### config.mk
export PLATFORM = sky130hd
export DESIGN_NAME = axi_st_d64_slave_top
export DESIGN_NICKNAME = d
export VERILOG_FILES = /design/src/hdl/ll_pkg.sv /design/src/hdl/ll_rx_if.sv /design/src/hdl/ll_auto_sync.sv /design/src/hdl/phy_link_concat.sv /design/src/hdl/ll_receive.sv /design/src/hdl/axi_st_d64_slave_top.sv
export VERILOG_INCLUDE_DIRS = /design/src /design/src/hdl
export SDC_FILE = /design/constraint.sdc
export NUM_CORES = 1
export LEC_CHECK = 0
export BUFFER_PORTS_ARGS = -buffer_cell sky130_fd_sc_hd__buf_4
export CELL_PAD_IN_SITES_DETAIL_PLACEMENT = 0
export CELL_PAD_IN_SITES_GLOBAL_PLACEMENT = 1
export CORE_MARGIN = 1
export CORE_UTILIZATION = 45
export DETAILED_ROUTE_END_ITERATION = 8
export PLACE_DENSITY = 0.73
export SYNTH_ARGS = -nofsm -noshare
export SYNTH_HDL_FRONTEND = slang
export SYNTH_SLANG_ARGS = --single-unit
### constraint.sdc
create_clock -name clk_wr -period 8.5 [get_ports clk_wr]
set_clock_uncertainty 0.1 [all_clocks]
set_input_delay 1.7 -clock clk_wr [delete_from_list [all_inputs] [get_ports clk_wr]]
set_output_delay 1.7 -clock clk_wr [all_outputs]
set_load 0.05 [all_outputs]
### src/hdl/ll_defines.svh
////////////////////////////////////////////////////////////////////////////
// Widths and sizes for the 64-bit logic link receive path
// Lane width and data width are tied to the two-lane split in the concat
// FIFO depth must equal 2**LL_PTR_WIDTH
////////////////////////////////////////////////////////////////////////////

`ifndef LL_DEFINES_SVH
`define LL_DEFINES_SVH

// One PHY lane word
`define LL_LANE_WIDTH 40

// User data, split evenly over the two receive lanes
`define LL_DATA_WIDTH 64

// Receive FIFO
`define LL_FIFO_DEPTH 16
`define LL_PTR_WIDTH  4

`endif

### src/hdl/ll_pkg.sv
////////////////////////////////////////////////////////////////////////////
// Shared types of the logic link slave
// FIFO entry keeps the last flag in its top bit
////////////////////////////////////////////////////////////////////////////

`include "ll_defines.svh"

package ll_pkg;

  // PHY lane word
  typedef logic [`LL_LANE_WIDTH-1:0] phy_word_t;

  // User data and FIFO entry (last flag on top)
  typedef logic [`LL_DATA_WIDTH-1:0] ll_data_t;
  typedef logic [`LL_DATA_WIDTH:0]   ll_word_t;

  // Online delay and strobe period, in clk_wr cycles
  typedef logic [15:0] delay_t;

  // Debug status word and its saturating counters
  typedef logic [31:0] debug_t;
  typedef logic [15:0] cnt16_t;

  // Online sync FSM
  typedef enum logic [1:0] {
    SYNC_OFFLINE = 2'd0,
    SYNC_WAIT    = 2'd1,
    SYNC_ONLINE  = 2'd2
  } sync_state_t;

endpackage

### src/hdl/ll_rx_if.sv
////////////////////////////////////////////////////////////////////////////
// Link between PHY concat and receive blocks
// All signals are single-cycle strobes, there is no back-pressure
////////////////////////////////////////////////////////////////////////////

`timescale 1ns/1ps

interface ll_rx_if;

  // Unpacked receive word and its qualifiers
  ll_pkg::ll_word_t rx_word;
  logic             rx_pushbit;
  logic             rx_parity_err;

  // One pulse per word popped by the user
  logic             tx_credit;

  modport concat_side (
    output rx_word,
    output rx_pushbit,
    output rx_parity_err,
    input  tx_credit
  );

  modport receive_side (
    input  rx_word,
    input  rx_pushbit,
    input  rx_parity_err,
    output tx_credit
  );

endinterface

### src/hdl/ll_auto_sync.sv
////////////////////////////////////////////////////////////////////////////
// Online delay for tx and rx, plus periodic strobe user bit
// A delay of 0 behaves as 1, a strobe period of 0 disables the strobe
// Dropping an online input takes its delayed output low one cycle later
////////////////////////////////////////////////////////////////////////////

`timescale 1ns/1ps

module ll_auto_sync (
  input  logic           clk_wr,
  input  logic           rst,
  input  logic           tx_online,
  input  logic           rx_online,
  input  ll_pkg::delay_t delay_x_value,
  input  ll_pkg::delay_t delay_y_value,
  input  ll_pkg::delay_t delay_z_value,
  output logic           tx_online_delay,
  output logic           rx_online_delay,
  output logic           tx_stb_userbit
);

  // Channel 0 is tx, channel 1 is rx
  logic [1:0]     online_in;
  logic [1:0]     online_out;
  ll_pkg::delay_t delay_in [2];
  ll_pkg::delay_t stb_cnt;

  assign online_in   = {rx_online, tx_online};
  assign delay_in[0] = delay_x_value;
  assign delay_in[1] = delay_y_value;

  ////////////////////////////////////////////////////////////////////////////
  // Online delay FSMs

  for (genvar i = 0; i < 2; i++) begin : g_sync
    ll_pkg::sync_state_t state;
    ll_pkg::delay_t      wait_cnt;

    always_ff @(posedge clk_wr) begin
      if (rst) begin
        state    <= ll_pkg::SYNC_OFFLINE;
        wait_cnt <= '0;
      end else if (!online_in[i]) begin
        state <= ll_pkg::SYNC_OFFLINE;
      end else begin
        case (state)
          ll_pkg::SYNC_OFFLINE: begin
            if (delay_in[i] <= ll_pkg::delay_t'(1)) begin
              state <= ll_pkg::SYNC_ONLINE;
            end else begin
              state    <= ll_pkg::SYNC_WAIT;
              wait_cnt <= delay_in[i] - ll_pkg::delay_t'(1);
            end
          end
          ll_pkg::SYNC_WAIT: begin
            // Last count of the wait goes straight online
            if (wait_cnt <= ll_pkg::delay_t'(1)) begin
              state <= ll_pkg::SYNC_ONLINE;
            end else begin
              wait_cnt <= wait_cnt - ll_pkg::delay_t'(1);
            end
          end
          default: state <= ll_pkg::SYNC_ONLINE;
        endcase
      end
    end

    assign online_out[i] = (state == ll_pkg::SYNC_ONLINE);
  end

  assign tx_online_delay = online_out[0];
  assign rx_online_delay = online_out[1];

  ////////////////////////////////////////////////////////////////////////////
  // Strobe generator

  // First pulse lands delay_z cycles after tx_online_delay rises
  always_ff @(posedge clk_wr) begin
    if (rst || !tx_online_delay) begin
      stb_cnt        <= '0;
      tx_stb_userbit <= 1'b0;
    end else if ((delay_z_value != '0) &&
                 (stb_cnt >= delay_z_value - ll_pkg::delay_t'(1))) begin
      stb_cnt        <= '0;
      tx_stb_userbit <= 1'b1;
    end else begin
      stb_cnt        <= stb_cnt + ll_pkg::delay_t'(1);
      tx_stb_userbit <= 1'b0;
    end
  end

endmodule

### src/hdl/phy_link_concat.sv
////////////////////////////////////////////////////////////////////////////
// Two-lane PHY unpack and single-lane transmit packing
// Lane bits between parity and the top flag are ignored
// Parity errors are flagged only on words that carry the push bit
////////////////////////////////////////////////////////////////////////////

`timescale 1ns/1ps
`include "ll_defines.svh"

module phy_link_concat (
  input  logic              clk_wr,
  input  logic              rst,
  input  ll_pkg::phy_word_t rx_phy0,
  input  ll_pkg::phy_word_t rx_phy1,
  output ll_pkg::phy_word_t tx_phy0,
  input  logic              tx_stb_userbit,
  ll_rx_if.concat_side      link
);

  // Data bits per lane, parity sits just above them
  localparam int LANE_DATA = `LL_DATA_WIDTH / 2;
  localparam int FLAG_BIT  = `LL_LANE_WIDTH - 1;

  logic [LANE_DATA:0] rx_lo_q;
  logic [LANE_DATA:0] rx_hi_q;
  logic               last_q;
  logic               push_q;
  ll_pkg::phy_word_t  tx_next;

  ////////////////////////////////////////////////////////////////////////////
  // Receive lanes

  always_ff @(posedge clk_wr) begin
    rx_lo_q <= rx_phy0[LANE_DATA:0];
    rx_hi_q <= rx_phy1[LANE_DATA:0];
    last_q  <= rx_phy1[FLAG_BIT];
  end

  always_ff @(posedge clk_wr) begin
    if (rst) begin
      push_q <= 1'b0;
    end else begin
      push_q <= rx_phy0[FLAG_BIT];
    end
  end

  assign link.rx_word    = {last_q, rx_hi_q[LANE_DATA-1:0], rx_lo_q[LANE_DATA-1:0]};
  assign link.rx_pushbit = push_q;

  // Even parity, so data xor parity is zero on a good lane
  assign link.rx_parity_err = push_q & ((^rx_lo_q) | (^rx_hi_q));

  ////////////////////////////////////////////////////////////////////////////
  // Transmit lane

  always_comb begin
    tx_next    = '0;
    tx_next[0] = link.tx_credit;
    tx_next[1] = tx_stb_userbit;
  end

  always_ff @(posedge clk_wr) begin
    if (rst) begin
      tx_phy0 <= '0;
    end else begin
      tx_phy0 <= tx_next;
    end
  end

endmodule

### src/hdl/ll_receive.sv
////////////////////////////////////////////////////////////////////////////
// Receive FIFO with credit return and user stream output
// Pushes into a full FIFO are dropped and counted, never stalled
// Words with bad parity are stored and delivered, only counted
////////////////////////////////////////////////////////////////////////////

`timescale 1ns/1ps
`include "ll_defines.svh"

module ll_receive (
  input  logic             clk_wr,
  input  logic             rst,
  input  logic             rx_online,
  input  logic             tx_online,
  ll_rx_if.receive_side    link,
  output ll_pkg::ll_data_t user_tdata,
  output logic             user_tlast,
  output logic             user_tvalid,
  input  logic             user_tready,
  output ll_pkg::debug_t   rx_st_debug_status
);

  // Extra top bit tells full from empty
  typedef logic [`LL_PTR_WIDTH:0] ptr_t;

  logic             in_push_q;
  logic             in_perr_q;
  ll_pkg::ll_word_t in_word_q;

  ll_pkg::ll_word_t fifo_mem [`LL_FIFO_DEPTH];
  ptr_t             wr_ptr;
  ptr_t             rd_ptr;
  logic             fifo_empty;
  logic             fifo_full;
  logic             fifo_wr;
  logic             fifo_rd;
  ll_pkg::ll_word_t fifo_head;

  logic             credit_q;
  ll_pkg::cnt16_t   perr_cnt;
  ll_pkg::cnt16_t   ovf_cnt;

  ////////////////////////////////////////////////////////////////////////////
  // Input stage

  // Pushes only count while rx is online
  always_ff @(posedge clk_wr) begin
    if (rst) begin
      in_push_q <= 1'b0;
      in_perr_q <= 1'b0;
    end else begin
      in_push_q <= link.rx_pushbit & rx_online;
      in_perr_q <= link.rx_parity_err & rx_online;
    end
  end

  always_ff @(posedge clk_wr) begin
    in_word_q <= link.rx_word;
  end

  ////////////////////////////////////////////////////////////////////////////
  // FIFO, first word falls through

  assign fifo_empty = (wr_ptr == rd_ptr);
  assign fifo_full  = (wr_ptr[`LL_PTR_WIDTH] != rd_ptr[`LL_PTR_WIDTH]) &&
                      (wr_ptr[`LL_PTR_WIDTH-1:0] == rd_ptr[`LL_PTR_WIDTH-1:0]);
  assign fifo_wr    = in_push_q & ~fifo_full;
  assign fifo_rd    = user_tvalid & user_tready;

  always_ff @(posedge clk_wr) begin
    if (fifo_wr) begin
      fifo_mem[wr_ptr[`LL_PTR_WIDTH-1:0]] <= in_word_q;
    end
  end

  always_ff @(posedge clk_wr) begin
    if (rst) begin
      wr_ptr <= '0;
      rd_ptr <= '0;
    end else begin
      if (fifo_wr) begin
        wr_ptr <= wr_ptr + ptr_t'(1);
      end
      if (fifo_rd) begin
        rd_ptr <= rd_ptr + ptr_t'(1);
      end
    end
  end

  assign fifo_head   = fifo_mem[rd_ptr[`LL_PTR_WIDTH-1:0]];
  assign user_tvalid = ~fifo_empty;
  assign user_tdata  = fifo_head[`LL_DATA_WIDTH-1:0];
  assign user_tlast  = fifo_head[`LL_DATA_WIDTH];

  ////////////////////////////////////////////////////////////////////////////
  // Credit return

  // One credit per pop, next cycle
  always_ff @(posedge clk_wr) begin
    if (rst) begin
      credit_q <= 1'b0;
    end else begin
      credit_q <= fifo_rd & tx_online;
    end
  end

  assign link.tx_credit = credit_q;

  ////////////////////////////////////////////////////////////////////////////
  // Debug counters

  always_ff @(posedge clk_wr) begin
    if (rst) begin
      perr_cnt <= '0;
      ovf_cnt  <= '0;
    end else begin
      if (in_push_q && in_perr_q && (perr_cnt != '1)) begin
        perr_cnt <= perr_cnt + ll_pkg::cnt16_t'(1);
      end
      // Dropped word, FIFO already full
      if (in_push_q && fifo_full && (ovf_cnt != '1)) begin
        ovf_cnt <= ovf_cnt + ll_pkg::cnt16_t'(1);
      end
    end
  end

  assign rx_st_debug_status = {ovf_cnt, perr_cnt};

endmodule

### src/hdl/axi_st_d64_slave_top.sv
////////////////////////////////////////////////////////////////////////////
// Receive-only 64-bit logic link slave, single clock domain
// Data on rx_phy0/rx_phy1, credits and strobe returned on tx_phy0
// Delay inputs are expected stable while the link is online
////////////////////////////////////////////////////////////////////////////

`timescale 1ns/1ps

module axi_st_d64_slave_top (
  input  logic              clk_wr,
  input  logic              rst,

  // Link control
  input  logic              tx_online,
  input  logic              rx_online,

  // PHY lanes
  input  ll_pkg::phy_word_t rx_phy0,
  input  ll_pkg::phy_word_t rx_phy1,
  output ll_pkg::phy_word_t tx_phy0,

  // User stream
  output ll_pkg::ll_data_t  user_tdata,
  output logic              user_tlast,
  output logic              user_tvalid,
  input  logic              user_tready,

  // Debug and configuration
  output ll_pkg::debug_t    rx_st_debug_status,
  input  ll_pkg::delay_t    delay_x_value,
  input  ll_pkg::delay_t    delay_y_value,
  input  ll_pkg::delay_t    delay_z_value
);

  logic tx_online_delay;
  logic rx_online_delay;
  logic tx_stb_userbit;

  ll_rx_if link ();

  ////////////////////////////////////////////////////////////////////////////
  // Online sync and PHY side

  ll_auto_sync u_auto_sync (
    .clk_wr          (clk_wr),
    .rst             (rst),
    .tx_online       (tx_online),
    .rx_online       (rx_online),
    .delay_x_value   (delay_x_value),
    .delay_y_value   (delay_y_value),
    .delay_z_value   (delay_z_value),
    .tx_online_delay (tx_online_delay),
    .rx_online_delay (rx_online_delay),
    .tx_stb_userbit  (tx_stb_userbit)
  );

  phy_link_concat u_concat (
    .clk_wr         (clk_wr),
    .rst            (rst),
    .rx_phy0        (rx_phy0),
    .rx_phy1        (rx_phy1),
    .tx_phy0        (tx_phy0),
    .tx_stb_userbit (tx_stb_userbit),
    .link           (link)
  );

  ////////////////////////////////////////////////////////////////////////////
  // Receive FIFO and user side

  ll_receive u_receive (
    .clk_wr             (clk_wr),
    .rst                (rst),
    .rx_online          (rx_online_delay),
    .tx_online          (tx_online_delay),
    .link               (link),
    .user_tdata         (user_tdata),
    .user_tlast         (user_tlast),
    .user_tvalid        (user_tvalid),
    .user_tready        (user_tready),
    .rx_st_debug_status (rx_st_debug_status)
  );

endmodule

; ---- Word-level counts from Yosys, hierarchy flattened
; Memory sizes are Yosys's and may differ from the RTL's. A register that Yosys moved wholly into a read port is not among the register bits.
; Index checks and enable logic that the tools add are counted.
[classes]
n_addsub = 10
multipliers = 0
div = 0
magnitude_cmp = 5
eq_ne = 15
shifts = 0
mux = 17
n_bitwise = 11
n_reduce_logical = 20
[ops]
columns = cell, count
row1 = "16-bit by 1-bit subtractor with 16-bit output, second input constant", 5
row2 = 33-bit XOR reduction, 2
row3 = "16-bit by 1-bit <= comparator with 1-bit output, second input constant", 4
row4 = 16-bit two-way mux, 4
row5 = 16-bit one-hot mux with 2 select lines, 2
row6 = "16-bit by 1-bit adder with 16-bit output, second input constant", 3
row7 = "16-bit != test, second input constant", 2
row8 = 16-bit >= comparator, 1
row9 = 16-bit nonzero test, 1
row10 = "5-bit by 1-bit adder with 5-bit output, second input constant", 2
row11 = 2-bit two-way mux, 4
row12 = 4-bit two-way mux, 2
row13 = "2-bit != test, second input constant", 4
row14 = 2-bit one-hot mux with 2 select lines, 2
row15 = 4-bit AND reduction, 2
row16 = 1-bit AND, 6
row17 = 1-bit logical AND, 6
row18 = 2-bit OR reduction, 3
row19 = 5-bit equality test, 1
row20 = "2-bit by 1-bit equality test with 1-bit output, second input constant", 2
row21 = "2-bit equality test, second input constant", 2
row22 = 4-bit equality test, 1
row23 = 2-bit logical NOT, 2
row24 = "2-bit by 1-bit != test with 1-bit output, second input constant", 2
row25 = 7 further kinds, 13
[totals]
ff_bits = 271
latchBits = 0
ram_bits = 1040
mem_bits_ro = 0
input_bits = 133
out_inout_bits = 138
wordCells = 99
mem_count = 1
[mem_list]
columns = name, words, width, rd, rd_ports_with_merged_regs, wr, line_no
row1 = u_receive.fifo_mem, 16, 65, 1, 1, 1, ll_receive.sv:30  ; ll_pkg::ll_word_t fifo_mem [`LL_FIFO_DEPTH];

; ---- Longest topological paths before layout
[depth]
ltp_word = 6
depth_mapped = 14
ltp_nobuf = 13

; ---- By module
; From an unflattened synthesis, not the netlist that was laid out.
[hier_totals]
hier_cells = 2591
area_unflattened_um2 = 49655.1
[by_module_without_submodules]
columns = module, instances, cells_each, area_each_um2, seq_area_each_um2
row1 = ll_receive, 1, 1796, 42721.0, 33512.1
row2 = ll_auto_sync, 1, 555, 4159.0, 1061.0
row3 = phy_link_concat, 1, 240, 2775.2, 1401.3

; ---- Worst setup path after synthesis
; No wires, ideal clock.
[synth_path]
path_type = flip-flop to flip-flop
startpoint = register u_receive.wr_ptr[2]
endpoint = memory u_receive.fifo_mem[3][0] in the netlist's numbering, enable pin
setup_time_ns = 0.568
arrival_time_ns = 5.645
setup_slack_ns = 2.187
stages_incl_launch_ff = 7
synth_period_minus_slack_ns = 6.313
cell_sequence = dfxtp_1 -> buf_4 -> xor2_1 -> nor4_4 -> a21boi_2 -> nand2_1 -> nor3_1
[synth_between]
elab_chain_len = 6
[synth_rtl]
columns = element, line_no
row1 = start: declaration, ll_receive.sv:31  ; ptr_t wr_ptr;
row2 = start signal: assignment, ll_receive.sv:82  ; wr_ptr <= wr_ptr + ptr_t'(1);
row3 = 4-bit equality test, ll_receive.sv:66  ; (wr_ptr[`LL_PTR_WIDTH-1:0] == rd_ptr[`LL_PTR_WIDTH-1:0]);
row4 = 1-bit logical AND, ll_receive.sv:65  ; assign fifo_full = (wr_ptr[`LL_PTR_WIDTH] != rd_ptr[`LL_PTR_WIDTH]) &&
row5 = 1-bit NOT, ll_receive.sv:67  ; assign fifo_wr = in_push_q & ~fifo_full;
row6 = 1-bit AND, ll_receive.sv:67
row7 = 1-bit two-way mux, ll_receive.sv:71  ; if (fifo_wr) begin
row8 = 1-bit two-way mux, ll_receive.sv:72  ; fifo_mem[wr_ptr[`LL_PTR_WIDTH-1:0]] <= in_word_q;
row9 = end: declaration, ll_receive.sv:30
; Parallel ways exist; a longest one is shown, timed or not.

==> flow_summary.json <==
{
  "drive_above_1_share_pct": 28.2,
  "powerDensity_nw_per_um2": 232,
  "synth.most_common_cell": "edfxtp_1",
  "htreeDepth": 4,
  "cpLargestDelayFamily": "multiplexers",
  "avgViaCountPerCell": 5.58,
  "grt_pass1_wl_um": 157000,
  "yosys.area_share.adder_pct": 0.874,
  "die_h_um": 331,
  "cell_internal_pwr_mw": 10.4,
  "netlist.area_leader.share_pct": 64.2,
  "gr-total-overflow": 0,
  "post-route-min-period_ns": 5.64,
  "clkPwrFrac_pct": 44.5,
  "setup_slack_ns": 2.86,
  "dpl_cell_area_um2": 51900,
  "tns_ns": 0,
  "ys_types": 67,
  "wl_um": 106000,
  "synth-compound-area-share_pct": 2.04,
  "power.total_mw": 13.1,
  "worstSetupPathType": "flip-flop to output pin",
  "grt_max_degree": 157,
  "ir_worst_vdd_mv": 0.160,
  "met2_length_um": 54700,
  "crit_slowest_cell": "buf_4",
  "muxShareOfSynthArea_pct": 15.1,
  "nNetsFinal": 2922,
  "crit_path_start_kind": "flip-flop",
  "antennaDiodeCount": 0,
  "synthSimpleGateAreaFrac_pct": 3.64,
  "area_growth_pct": 15.9,
  "hold_path_class": "flip-flop to flip-flop",
  "worstMarginPinSlew_ns": 1.13,
  "yosysTopAreaCell": "edfxtp_1",
  "crit_chain": "buf_4 > mux4_2 > mux4_2 > buf_4",
  "synth-xor-area-share_pct": 2.79,
  "die_w_um": 331,
  "io_pins": 271,
  "wl_met3_um": 5740,
  "critPathBufInv": 2,
  "core_area_um2": 107000,
  "hold_viol": 0,
  "cp_data_required_time_ns": 6.70,
  "async_flop_share_pct": 0,
  "dpl.hpwl_um": 56700,
  "synth_top_family_by_area": "multiplexers",
  "cts_buffer_depth": 3,
  "status": "finished, final reports clean",
  "hold_buffers": 0,
  "finalCritPeriodShare_pct": 66.4,
  "switching_share_pct": 20.7,
  "drtPass1Iterations": 6,
  "maxSlewHeadroom_pct": 24.3,
  "synth_enable_flop_cells": 1040,
  "start_util_pct": 45.4,
  "max_freq_ghz": 0.177,
  "fp.dieArea_um2": 109000,
  "cts_tree": "done",
  "cts.sinks": 1277,
  "setup_violations": 0,
  "cpPeakStageDelay_ns": 0.85,
  "arrival_ns": 3.84,
  "first_iter_violations": 2102,
  "cts_setup_buffers": 0,
  "r2r_cells": 6,
  "synthTopCellsByCount": "edfxtp_1, mux4_2, dfxtp_1",
  "clkLatencyLatePin_ns": 0.73,
  "ys_seq_elements": 1277,
  "cts.clk_slew.worst_paths_ns": 0.06,
  "synth_flop_cell": "edfxtp_1",
  "max-cap-violations": 0,
  "syn_area_um2": 48700,
  "route.antenna.remaining_nets": 0,
  "ctsResizeCount": 0,
  "highest_layer": "met5",
  "cts-buffers-inserted": 132,
  "syn-instance-count": 2466,
  "synth_area_leaders": "edfxtp_1, mux4_2, dfxtp_1",
  "root_buffer": "clkbuf_16",
  "fin_area_um2": 56400,
  "rsz0062_at_grt": "false",
  "post-place-ws_ns": 3.45,
  "drt-met1-wl_um": 44200,
  "worstPathMaxFanout": 48,
  "fill_cells": 8247,
  "row_count": 120,
  "p_comb_share_pct": 2.8,
  "cp.depth": 4,
  "drc": 0,
  "leakagePower_nw": 18.1,
  "power_frac_seq_pct": 52.6,
  "gp_congestion": 0.781,
  "yosys_warnings": 0,
  "grt_pass1_vias": 25000,
  "p_sw_mw": 2.71,
  "syn_avg_cell_area_um2": 19.7,
  "grt_usage_pct": 19.6,
  "ff2ff_setup_slack_ns": 4.49,
  "grt_antenna_before_repair": 1,
  "crit_path_end_kind": "output pin",
  "io_buffer_count": 220,
  "vias": 23800,
  "slew_violations": 0,
  "yosysSeqAreaShare_pct": 73.9,
  "hold_depth": 0,
  "wl_per_cell_um": 24.9
}
## cells in the final DEF (no fill, tap or decap), types with 6 or more instances in the layout
| master | Yosys | layout |
|---|---|---|
| o21ai_0 | 49 | 49 |
| a21oi_1 | 52 | 52 |
| buf_4 | 39 | 255 |
| nor3_1 | 27 | 23 |
| xnor2_1 | 102 | 102 |
| a21o_1 | 6 | 6 |
| clkinv_1 | 0 | 13 |
| inv_6 | 0 | 6 |
| nand2b_1 | 8 | 8 |
| and2_1 | 7 | 7 |
| edfxtp_1 | 1040 | 1040 |
| and4_1 | 6 | 6 |
| clkinv_2 | 0 | 12 |
| nand2_1 | 79 | 79 |
| nor4_1 | 16 | 16 |
| clkbuf_16 | 0 | 134 |
| and3_1 | 12 | 12 |
| conb_1 | 1 | 38 |
| mux4_2 | 325 | 325 |
| nand3b_1 | 7 | 7 |
| inv_1 | 20 | 20 |
| nor2_4 | 0 | 12 |
| xor2_1 | 53 | 53 |
| clkbuf_8 | 0 | 16 |
| ha_1 | 34 | 34 |
| nor2_1 | 99 | 87 |
| or3_1 | 8 | 8 |
| nor2b_1 | 8 | 8 |
| clkbuf_1 | 68 | 41 |
| dfxtp_1 | 237 | 233 |
| a211oi_1 | 18 | 18 |
| nand3_1 | 35 | 35 |
| nand4_1 | 16 | 16 |
| bufinv_16 | 0 | 12 |
## cells by family after synthesis
family          Yosys count
other cells               1
simple gates            351
compound gates          160
xor+xnor                155
fa+ha+maj                34
flops                  1277
buf+inv                 161
mux                     327
## state kept, by name, indices dropped and copies added, names as in the netlist, 4 cells and up, named ones only
signal,flops
u_auto_sync.stb_cnt,16
u_receive.fifo_mem,1040
u_auto_sync.g_sync.state,4
u_receive.rd_ptr,5
u_receive.ovf_cnt,16
u_concat.rx_hi_q,33
u_concat.rx_lo_q,33
u_receive.wr_ptr,5
u_auto_sync.g_sync.wait_cnt,32
u_receive.in_word_q,65
u_receive.perr_cnt,16
## metrics by stage
| stage | util, % | hold slack (ns) | instances |
|---|---|---|---|
| final | 52.7 | 0.248 | 4269 |
| after global routing | 52.7 | 0.259 | 4269 |
| after CTS | 52.7 | 0.251 | 4269 |
| after detailed placement | 48.5 | 0.235 | 4024 |
| after global placement | 48.5 | 0.225 | 4024 |
| after floorplan | - | 0.210 | 2503 |
## metal layers
layer	GRT usage [%]	vias up
li1	-	10400
met3	3.25	147
met2	33.7	700
met4	5.03	2
met5	0	-
met1	26.1	12500
## cell type report
class | instances | area, um^2 | share of cell area [%]
inverter | 21 | 78.8 | 0.140
multi-input combinational | 1065 | 12100 | 21.5
timing repair buffer | 258 | 1970 | 3.50
clock buffer | 191 | 3730 | 6.61
sequential | 1277 | 36000 | 63.8
tap | 1403 | 1760 | 3.11
clock inverter | 54 | 721 | 1.28
## power groups by stage
stage	clock (mW)	combinational, mW	sequential, mW
final	5.83	0.373	6.89
after global routing	6.18	0.402	6.90
after CTS	5.95	0.378	6.89
after detailed placement	0	0.376	7.02
after global placement	0	0.370	7.01
after floorplan	0	0.244	6.99
## worst paths after layout
kind                                           to                             start
max reg2reg  u_receive.fifo_mem[12][45]$_DFFE_PP_  u_receive.wr_ptr[2]$_SDFFE_PP0P_
max                                user_tdata[61]                         flip-flop
min               u_receive.in_word_q[64]$_DFF_P_           u_concat.last_q$_DFF_P_
min reg2reg       u_receive.in_word_q[64]$_DFF_P_           u_concat.last_q$_DFF_P_
(Power assumes the default switching activity.)
